<file path="src/rename_cfg_pkg.sv">
`default_nettype none

package rename_cfg_pkg;

    // group widths
    localparam int rename_width = 2;
    localparam int commit_width = 2;
    localparam int walk_width = 2;

    // register files
    localparam int arch_regs = 32;
    localparam int areg_w = 5;
    localparam int phys_regs = 64;
    localparam int preg_w = 6;

    // free list holds every physical register not mapped at reset
    localparam int free_depth = phys_regs - arch_regs;
    localparam int free_cnt_w = 6;
    localparam int free_ptr_w = 5;

    // per-group counts and slot indexes
    localparam int grp_cnt_w = 2;
    localparam int slot_idx_w = $clog2(rename_width);

    // rs1, rs2 and rd lookups for every rename slot
    localparam int spec_reads = 3 * rename_width;

endpackage

`default_nettype wire
</file>
<file path="src/rename_bus_pkg.sv">
`default_nettype none

package rename_bus_pkg;

    import rename_cfg_pkg::*;

    typedef logic [areg_w-1:0] areg_t;
    typedef logic [preg_w-1:0] preg_t;

    // one instruction entering rename
    typedef struct packed {
        logic  valid;
        logic  has_rd;
        areg_t rd;
        areg_t rs1;
        areg_t rs2;
    } rename_slot_t;

    typedef struct packed {
        preg_t prs1;
        preg_t prs2;
        preg_t prd;
        preg_t old_prd;
    } rename_res_t;

    typedef struct packed {
        logic  en;
        logic  we;
        areg_t rd;
        preg_t prd;
    } commit_slot_t;

    // old_prd is the mapping restored into the speculative table
    typedef struct packed {
        logic  en;
        logic  we;
        areg_t rd;
        preg_t prd;
        preg_t old_prd;
    } walk_slot_t;

    typedef enum logic {
        st_run,
        st_walk
    } rename_state_e;

endpackage

`default_nettype wire

</file>
<file path="src/rename_unit.sv">
`timescale 1ns/1ps
`default_nettype none

module rename_unit (
    input  logic                         clk,
    input  logic                         rst,
    input  rename_bus_pkg::rename_slot_t rename_req [rename_cfg_pkg::rename_width],
    output rename_bus_pkg::rename_res_t  rename_res [rename_cfg_pkg::rename_width],
    output logic                         stall,
    input  rename_bus_pkg::commit_slot_t commit_grp [rename_cfg_pkg::commit_width],
    output rename_bus_pkg::preg_t        free_prd [rename_cfg_pkg::commit_width],
    input  logic                         walk_start,
    input  logic                         walk_done,
    input  rename_bus_pkg::walk_slot_t   walk_grp [rename_cfg_pkg::walk_width]
);

    import rename_cfg_pkg::*;
    import rename_bus_pkg::*;

    areg_t spec_raddr [spec_reads];
    preg_t spec_rdata [spec_reads];
    preg_t table_rs1 [rename_width];
    preg_t table_rs2 [rename_width];
    preg_t table_rd [rename_width];
    logic [rename_width-1:0] spec_we;
    areg_t spec_waddr [rename_width];
    preg_t spec_wdata [rename_width];
    preg_t alloc_prd [rename_width];
    preg_t new_prd [rename_width];
    logic [slot_idx_w-1:0] need_pfx [rename_width];
    logic [grp_cnt_w-1:0] alloc_cnt;
    logic [grp_cnt_w-1:0] rollback_cnt;
    logic [free_cnt_w-1:0] free_cnt;
    logic [commit_width-1:0] commit_we;
    logic [commit_width-1:0] commit_cancel;
    logic [commit_width-1:0] arch_we;
    areg_t commit_rd [commit_width];
    preg_t commit_prd [commit_width];
    preg_t arch_rdata [commit_width];
    logic [walk_width-1:0] walk_we;
    logic [walk_width-1:0] walk_cancel;
    areg_t walk_rd [walk_width];

    // three speculative lookups per slot, then prds handed out in slot order
    for (genvar i = 0; i < rename_width; i++) begin : g_slot
        assign spec_raddr[3*i] = rename_req[i].rs1;
        assign spec_raddr[3*i+1] = rename_req[i].rs2;
        assign spec_raddr[3*i+2] = rename_req[i].rd;
        assign table_rs1[i] = spec_rdata[3*i];
        assign table_rs2[i] = spec_rdata[3*i+1];
        assign table_rd[i] = spec_rdata[3*i+2];
        if (i == 0) begin : g_first
            assign need_pfx[i] = '0;
        end else begin : g_next
            assign need_pfx[i] = need_pfx[i-1]
                + slot_idx_w'(rename_req[i-1].valid & rename_req[i-1].has_rd);
        end
        assign new_prd[i] = alloc_prd[need_pfx[i]];
    end

    for (genvar i = 0; i < commit_width; i++) begin : g_commit
        assign commit_we[i] = commit_grp[i].en & commit_grp[i].we;
        assign commit_rd[i] = commit_grp[i].rd;
        assign commit_prd[i] = commit_grp[i].prd;
        // an overwritten slot frees its own prd, the survivor frees the old mapping
        assign free_prd[i] = commit_cancel[i] ? commit_grp[i].prd : arch_rdata[i];
    end
    assign arch_we = commit_we & ~commit_cancel;

    for (genvar i = 0; i < walk_width; i++) begin : g_walk
        assign walk_we[i] = walk_grp[i].en & walk_grp[i].we;
        assign walk_rd[i] = walk_grp[i].rd;
    end

    map_table #(.n_read(spec_reads), .n_write(rename_width)) spec_rat (
        .clk(clk), .rst(rst), .raddr(spec_raddr), .rdata(spec_rdata),
        .we(spec_we), .waddr(spec_waddr), .wdata(spec_wdata)
    );

    map_table #(.n_read(commit_width), .n_write(commit_width)) arch_rat (
        .clk(clk), .rst(rst), .raddr(commit_rd), .rdata(arch_rdata),
        .we(arch_we), .waddr(commit_rd), .wdata(commit_prd)
    );

    waw_filter #(.n(commit_width)) commit_waw (
        .we(commit_we), .rd(commit_rd), .cancel(commit_cancel)
    );

    waw_filter #(.n(walk_width)) walk_waw (
        .we(walk_we), .rd(walk_rd), .cancel(walk_cancel)
    );

    src_bypass u_src_bypass (
        .req(rename_req), .table_rs1(table_rs1), .table_rs2(table_rs2),
        .table_rd(table_rd), .new_prd(new_prd), .res(rename_res)
    );

    free_list u_free_list (
        .clk(clk), .rst(rst), .alloc_cnt(alloc_cnt), .alloc_prd(alloc_prd),
        .push_en(commit_we), .push_prd(free_prd), .rollback_cnt(rollback_cnt),
        .free_cnt(free_cnt)
    );

    rename_ctrl u_rename_ctrl (
        .clk(clk), .rst(rst), .rename_req(rename_req), .walk_start(walk_start),
        .walk_done(walk_done), .walk_grp(walk_grp), .walk_cancel(walk_cancel),
        .free_cnt(free_cnt), .new_prd(new_prd), .spec_we(spec_we),
        .spec_waddr(spec_waddr), .spec_wdata(spec_wdata), .alloc_cnt(alloc_cnt),
        .rollback_cnt(rollback_cnt), .stall(stall)
    );

endmodule

`default_nettype wire

</file>
<file path="src/rename_ctrl.sv">
`timescale 1ns/1ps
`default_nettype none

module rename_ctrl (
    input  logic                                    clk,
    input  logic                                    rst,
    input  rename_bus_pkg::rename_slot_t            rename_req [rename_cfg_pkg::rename_width],
    input  logic                                    walk_start,
    input  logic                                    walk_done,
    input  rename_bus_pkg::walk_slot_t              walk_grp [rename_cfg_pkg::walk_width],
    input  logic [rename_cfg_pkg::walk_width-1:0]   walk_cancel,
    input  logic [rename_cfg_pkg::free_cnt_w-1:0]   free_cnt,
    input  rename_bus_pkg::preg_t                   new_prd [rename_cfg_pkg::rename_width],
    output logic [rename_cfg_pkg::rename_width-1:0] spec_we,
    output rename_bus_pkg::areg_t                   spec_waddr [rename_cfg_pkg::rename_width],
    output rename_bus_pkg::preg_t                   spec_wdata [rename_cfg_pkg::rename_width],
    output logic [rename_cfg_pkg::grp_cnt_w-1:0]    alloc_cnt,
    output logic [rename_cfg_pkg::grp_cnt_w-1:0]    rollback_cnt,
    output logic                                    stall
);

    import rename_cfg_pkg::*;
    import rename_bus_pkg::*;

    rename_state_e state_q;
    logic [grp_cnt_w-1:0] demand;
    logic [grp_cnt_w-1:0] walk_cnt;

    always_comb begin
        demand = '0;
        for (int i = 0; i < rename_width; i++) begin
            demand = demand + grp_cnt_w'(rename_req[i].valid & rename_req[i].has_rd);
        end
    end

    // every enabled walk write returns one register, cancelled or not
    always_comb begin
        walk_cnt = '0;
        for (int i = 0; i < walk_width; i++) begin
            walk_cnt = walk_cnt + grp_cnt_w'(walk_grp[i].en & walk_grp[i].we);
        end
    end

    assign stall = (state_q == st_walk) || (int'(free_cnt) < int'(demand));
    assign alloc_cnt = stall ? '0 : demand;
    assign rollback_cnt = (state_q == st_walk) ? walk_cnt : '0;

    // walk and rename share the speculative table write ports
    always_comb begin
        for (int i = 0; i < rename_width; i++) begin
            if (state_q == st_walk) begin
                spec_we[i] = walk_grp[i].en & walk_grp[i].we & ~walk_cancel[i];
                spec_waddr[i] = walk_grp[i].rd;
                spec_wdata[i] = walk_grp[i].old_prd;
            end else begin
                spec_we[i] = ~stall & rename_req[i].valid & rename_req[i].has_rd;
                spec_waddr[i] = rename_req[i].rd;
                spec_wdata[i] = new_prd[i];
            end
        end
    end

    always_ff @(posedge clk or posedge rst) begin
        if (rst) begin
            state_q <= st_run;
        end else begin
            case (state_q)
                st_run: if (walk_start) state_q <= st_walk;
                st_walk: if (walk_done) state_q <= st_run;
                default: state_q <= st_run;
            endcase
        end
    end

    a_walk_done_in_walk: assert property (
        @(posedge clk) disable iff (rst)
        walk_done |-> state_q == st_walk
    ) else $error("walk_done seen outside a recovery walk");

endmodule

`default_nettype wire

</file>
<file path="src/free_list.sv">
`timescale 1ns/1ps
`default_nettype none

module free_list (
    input  logic                                    clk,
    input  logic                                    rst,
    input  logic [rename_cfg_pkg::grp_cnt_w-1:0]    alloc_cnt,
    output rename_bus_pkg::preg_t                   alloc_prd [rename_cfg_pkg::rename_width],
    input  logic [rename_cfg_pkg::commit_width-1:0] push_en,
    input  rename_bus_pkg::preg_t                   push_prd [rename_cfg_pkg::commit_width],
    input  logic [rename_cfg_pkg::grp_cnt_w-1:0]    rollback_cnt,
    output logic [rename_cfg_pkg::free_cnt_w-1:0]   free_cnt
);

    import rename_cfg_pkg::*;
    import rename_bus_pkg::*;

    preg_t fifo_q [free_depth];
    logic [free_ptr_w-1:0] head_q;
    logic [free_ptr_w-1:0] tail_q;
    logic [free_ptr_w-1:0] push_ofs [commit_width];
    logic [grp_cnt_w-1:0] push_cnt;

    // next entries from the head, whether or not they get taken
    for (genvar i = 0; i < rename_width; i++) begin : g_alloc
        assign alloc_prd[i] = fifo_q[head_q + free_ptr_w'(i)];
    end

    // enabled pushes are packed together at the tail
    always_comb begin
        push_cnt = '0;
        for (int i = 0; i < commit_width; i++) begin
            push_ofs[i] = tail_q + free_ptr_w'(push_cnt);
            push_cnt = push_cnt + grp_cnt_w'(push_en[i]);
        end
    end

    always_ff @(posedge clk or posedge rst) begin
        if (rst) begin
            head_q <= '0;
            tail_q <= '0;
            free_cnt <= free_cnt_w'(free_depth);
            for (int i = 0; i < free_depth; i++) begin
                fifo_q[i] <= preg_t'(arch_regs + i);
            end
        end else begin
            for (int i = 0; i < commit_width; i++) begin
                if (push_en[i]) begin
                    fifo_q[push_ofs[i]] <= push_prd[i];
                end
            end
            // rolled-back entries are still in place behind the head
            head_q <= head_q + free_ptr_w'(alloc_cnt) - free_ptr_w'(rollback_cnt);
            tail_q <= tail_q + free_ptr_w'(push_cnt);
            free_cnt <= free_cnt + free_cnt_w'(push_cnt) + free_cnt_w'(rollback_cnt)
                        - free_cnt_w'(alloc_cnt);
        end
    end

    a_no_underflow: assert property (
        @(posedge clk) disable iff (rst)
        int'(alloc_cnt) <= int'(free_cnt)
    ) else $error("free list allocates more registers than it holds");

    a_count_bound: assert property (
        @(posedge clk) disable iff (rst)
        int'(free_cnt) <= free_depth
    ) else $error("free list count exceeds its depth");

endmodule

`default_nettype wire

</file>
<file path="src/src_bypass.sv">
`timescale 1ns/1ps
`default_nettype none

module src_bypass (
    input  rename_bus_pkg::rename_slot_t req [rename_cfg_pkg::rename_width],
    input  rename_bus_pkg::preg_t table_rs1 [rename_cfg_pkg::rename_width],
    input  rename_bus_pkg::preg_t table_rs2 [rename_cfg_pkg::rename_width],
    input  rename_bus_pkg::preg_t table_rd [rename_cfg_pkg::rename_width],
    input  rename_bus_pkg::preg_t new_prd [rename_cfg_pkg::rename_width],
    output rename_bus_pkg::rename_res_t res [rename_cfg_pkg::rename_width]
);

    import rename_cfg_pkg::*;

    always_comb begin
        for (int i = 0; i < rename_width; i++) begin
            res[i].prs1 = table_rs1[i];
            res[i].prs2 = table_rs2[i];
            res[i].old_prd = table_rd[i];
            res[i].prd = new_prd[i];
            // walk older slots in order so the youngest matching writer wins
            for (int j = 0; j < i; j++) begin
                if (req[j].valid && req[j].has_rd) begin
                    if (req[i].rs1 == req[j].rd)
                        res[i].prs1 = new_prd[j];
                    if (req[i].rs2 == req[j].rd)
                        res[i].prs2 = new_prd[j];
                    if (req[i].rd == req[j].rd)
                        res[i].old_prd = new_prd[j];
                end
            end
        end
    end

endmodule

`default_nettype wire

</file>
<file path="src/waw_filter.sv">
`timescale 1ns/1ps
`default_nettype none

module waw_filter #(
    parameter int n = 2
) (
    input  logic [n-1:0]          we,
    input  rename_bus_pkg::areg_t rd [n],
    output logic [n-1:0]          cancel
);

    // a slot is cancelled when any younger slot writes the same rd
    always_comb begin
        for (int i = 0; i < n; i++) begin
            cancel[i] = 1'b0;
            for (int j = i + 1; j < n; j++) begin
                if (we[i] && we[j] && (rd[i] == rd[j])) begin
                    cancel[i] = 1'b1;
                end
            end
        end
    end

endmodule

`default_nettype wire

</file>
<file path="src/map_table.sv">
`timescale 1ns/1ps
`default_nettype none

module map_table #(
    parameter int n_read = 1,
    parameter int n_write = 1
) (
    input  logic                  clk,
    input  logic                  rst,
    input  rename_bus_pkg::areg_t raddr [n_read],
    output rename_bus_pkg::preg_t rdata [n_read],
    input  logic [n_write-1:0]    we,
    input  rename_bus_pkg::areg_t waddr [n_write],
    input  rename_bus_pkg::preg_t wdata [n_write]
);

    import rename_cfg_pkg::*;
    import rename_bus_pkg::*;

    preg_t map_q [arch_regs];

    // reads see the table as it stood at the last edge
    for (genvar r = 0; r < n_read; r++) begin : g_read
        assign rdata[r] = map_q[raddr[r]];
    end

    always_ff @(posedge clk or posedge rst) begin
        if (rst) begin
            for (int a = 0; a < arch_regs; a++) begin
                map_q[a] <= preg_t'(a);
            end
        end else begin
            // later ports overwrite earlier ones on the same entry
            for (int w = 0; w < n_write; w++) begin
                if (we[w]) begin
                    map_q[waddr[w]] <= wdata[w];
                end
            end
        end
    end

endmodule

`default_nettype wire

</file>
<file path="config.mk">
export PLATFORM = sky130hd
export DESIGN_NAME = rename_unit
export DESIGN_NICKNAME = d
export VERILOG_FILES = /design/src/rename_cfg_pkg.sv /design/src/rename_bus_pkg.sv /design/src/rename_unit.sv /design/src/rename_ctrl.sv /design/src/free_list.sv /design/src/src_bypass.sv /design/src/waw_filter.sv /design/src/map_table.sv
export SDC_FILE = /design/constraint.sdc
export NUM_CORES = 2
export LEC_CHECK = 0
export ABC_AREA = 1
export CAP_MARGIN = 20
export CORE_ASPECT_RATIO = 0.75
export CORE_MARGIN = 2
export CORE_UTILIZATION = 45
export CTS_CLUSTER_DIAMETER = 50
export DETAILED_ROUTE_END_ITERATION = 10
export DONT_BUFFER_PORTS = 1
export PLACE_DENSITY = 0.62
export SYNTH_ARGS = -nofsm -noshare
export SYNTH_HDL_FRONTEND = slang
export SYNTH_SLANG_ARGS = --single-unit
</file>
<file path="constraint.sdc">
create_clock -name clk -period 32.6 [get_ports clk]
set_clock_uncertainty 0.2 [all_clocks]
set_input_delay 3.26 -clock clk [delete_from_list [all_inputs] [get_ports clk]]
set_output_delay 3.26 -clock clk [all_outputs]
set_load 0.005 [all_outputs]
</file>
==> reports/qor.csv <==
stage,metric,value,unit
finish,"Design Area, Final",53040,um2
floorplanning,Rows,105,
synthesis,Mapped Cells,8034,
synthesis,post-synth top area share,17.74,%
synthesis,syn_nets,8169,
placement,port bufs,0,
synthesis,Synth cell types,55,
critical_path,Critical Path Source,rename_req[27],
floorplanning,width of the die,389.4,um
floorplanning,io pins,163,
synthesis,most common cell in the netlist,nand2_1,
finish,Storage cell area,15190,um2
min_path,HP Class,register to register,
route,Post-Route WL,262200,um
run_status,status,finished clean,
clock_network,Root Driver,clkbuf_16,
sta,final hold vios,0,
floorplanning,core area,110000,um2
critical_path,FF-to-FF End,spec_rat.map_q[24]$_DFF_PP1_,
synthesis,Synth Flop Type,dfrtp_1,
finish,area grow syn2layout,5.824,%
sta,RSZ-0062 raised after global routing,false,
synthesis,synth top area cells,"nand2_1 18%, dfrtp_1 16%, dfstp_2 14%, nand3_1 9.9%, a21oi_1 8.7%",
synthesis,"EDFF count, synth",0,
sta,Slew headroom,9.732,%
critical_path,CP max stage cell,buf_4,
clock_network,cts hold-fix bufs,0,
synthesis,leading area contributor after synthesis,nand2_1,
min_path,WHS Endpoint,spec_rat.map_q[158]$_DFF_PP1_,
clock_network,clock slew at reported path FFs,0.05,ns
synthesis,Synth Register Bits,593,
clock_network,CTS tree,built,
critical_path,crit path launch type,input pin,
critical_path,CP arrival,6.36,ns
route,# DRC,0,
global_route,initial antenna violation count,11,
synthesis,"top cells by count, synth","2369 x nand2_1, 996 x nand3_1, 867 x a21oi_1",
global_route,pin count of the biggest net entering global routing,166,
floorplanning,die area,114100,um2
critical_path,delay of the slowest critical-path stage,0.68,ns
placement,HPWL Detailed,169500,um
min_path,Hold Path Cell Cnt,4,
min_path,HP Start,spec_rat.map_q[158]$_DFF_PP1_,
placement,placed instance area,49860,um2
floorplanning,Starting Density,45.58,%
route,Avg WL per Cell,28.59,um
global_route,first-pass GRT wire length,371200,um
finish,fillcell total,11440,
sta,slew of the pin with the lowest slew margin,1.349,ns
critical_path,crit path capture type,output port,
synthesis,yosys warns,0,
sta,setup TNS,0,ns
synthesis,Synth Area per Inst,6.239,um2
critical_path,reg2reg path depth,14,
clock_network,total CTS buffers,88,
run,max-cap violations,0,
critical_path,cells along the critical path,"inv_4, buf_4, a21oi_1, o21ai_0, nand3_1, a32oi_1",
clock_network,worst skew pair latency,0.73,ns
finish,footprint of the multi-input gates,29500,um2
clock_network,# resized after CTS,0,
critical_path,FF-to-FF setup slack,26.71,ns
global_route,total global routing overflow,0,
floorplanning,die height,293.0,um
synthesis,Syn Std Cell Area,50120,um2
critical_path,CP max FO,93,
sta,"Slew Viols, Final",0,
critical_path,reg2reg start,u_free_list.head_q[0]$_DFF_PP0_,
clock_network,H-tree depth,3,
route,"antenna viol nets, final",0,
route,Avg Vias per Cell,6.510,
sta,# setup viols final,0,
route,drt pass-1 iters,7,
clock_network,clock tree buffer depth,3,
synthesis,register area share after synthesis,30.29,%
power_and_ir_drop,static leakage,24.38,nW
finish,nets,7780,
critical_path,worst setup path class,input pin to output port,
global_route,vias in the first global route,51610,
power_and_ir_drop,Max IR drop VDD,0.09186,mV
critical_path,"Req. time, crit path",29.14,ns
clock_network,CTS Sinks,593,
global_route,GRT Total Usage,44.28,%
sta,Final min period,9.820,ns
finish,share of cells above drive strength 1,9.741,%
synthesis,Post-synth ARST share,100.0,%
sta,FMAX,101.8,MHz
placement,Placer Congestion,1.082,
route,via count,59700,
power_and_ir_drop,Cell Pwr Density,96.44,nW/um2
clock_network,post-CTS setup buffers,0,
sta,period utilisation layout,30.12,%
route,DR iter-0 viols,10210,
registers in the layout, indices dropped and copies added (netlist names):
name	cells
u_free_list.fifo_q	192
arch_rat.map_q	192
u_free_list.free_cnt	6
spec_rat.map_q	192
u_free_list.head_q	5
u_free_list.tail_q	5
u_rename_ctrl.state_q	1
metrics by stage:
stage | hold WS, ns | power, mW | setup slack, ns | utilization (%) | cells
2_1_floorplan | 0.3248 | 3.016 | 13.00 | - | 8034
3_3_place_gp | 0.3527 | 3.881 | 23.14 | 45.33 | 8994
3_5_place_dp | 0.3559 | 3.914 | 23.10 | 45.34 | 8995
4_1_cts | 0.3648 | 4.950 | 23.09 | 48.17 | 9160
5_1_grt | 0.3909 | 5.339 | 22.83 | 48.23 | 9167
6_report | 0.3717 | 5.115 | 22.78 | 48.23 | 9170
per-layer routing:
metal / vias up / part of all wire, % / global-route usage, %
met5: - / 0.058 / 0.6765
met4: 12 / 4.4 / 16.80
met3: 723 / 18 / 21.78
met2: 4872 / 37 / 55.87
met1: 28060 / 41 / 63.05
li1: 26040 / - / -
area by class of cell:
class | instances | share of cell area (%)
diodes | 6 | 0.02831
clock buffers | 100 | 4.331
clock inverters | 65 | 1.536
inverters | 731 | 5.220
multi-input cells | 6148 | 55.62
flip-flops and latches | 593 | 28.63
well taps | 1444 | 3.406
repair buffers | 83 | 1.229
cell usage in the layout, fill, tap and decap left out, types with 42 or more instances in the layout:
master / netlist / layout
a21oi_1: 867 / 867
a22oi_1: 283 / 283
buf_4: 49 / 78
clkbuf_16: 0 / 88
dfrtp_1: 320 / 318
dfstp_2: 273 / 273
inv_1: 655 / 644
inv_2: 58 / 61
nand2_1: 2369 / 2369
nand3_1: 996 / 996
nor2_1: 347 / 347
nor2_2: 46 / 42
o211ai_1: 100 / 100
o21ai_0: 820 / 820
or2_2: 59 / 59
where the power goes:
group	leakage [nW]	switching (mW)	internal, mW
registers	6.65	0.367	1.14
clock network	1.48	0.438	0.595
logic	16.2	1.86	0.710
worst max-delay path by stage:
stage                                                to  cells past startpoint  slack [ns]
after floorplan           arch_rat.map_q[100]$_DFF_PP0_                      1       13.00
after global placement                   rename_res[40]                      6       23.14
after detailed placement                    free_prd[6]                     12       23.10
after CTS                                   free_prd[6]                     12       23.09
after global routing                     rename_res[40]                      6       22.83
final                                    rename_res[28]                      6       22.78
logic make-up (layout without fill, tap and decap cells):
kind of cell               count (synthesis)  in the layout  share of synthesized area, %
adders and majority gates                 33             33                        0.9286
other                                      0              6                             0
DFF                                      593            593                         30.29
buffers and inverters                   1293            979                         11.01
xor gates and xnor gates                  23             23                        0.4319
AOI/OAI and AO/OA                       2193           2193                         24.38
and+or+nand+nor                         3899           3899                         32.96
critical path: cells and delay by family:
family / cells / cell delay (ns)
buf+inv: 2 / 1.33
compound gates: 3 / 1.39
simple gates: 1 / 0.20
Note: power is estimated with default switching activity, not from simulation.
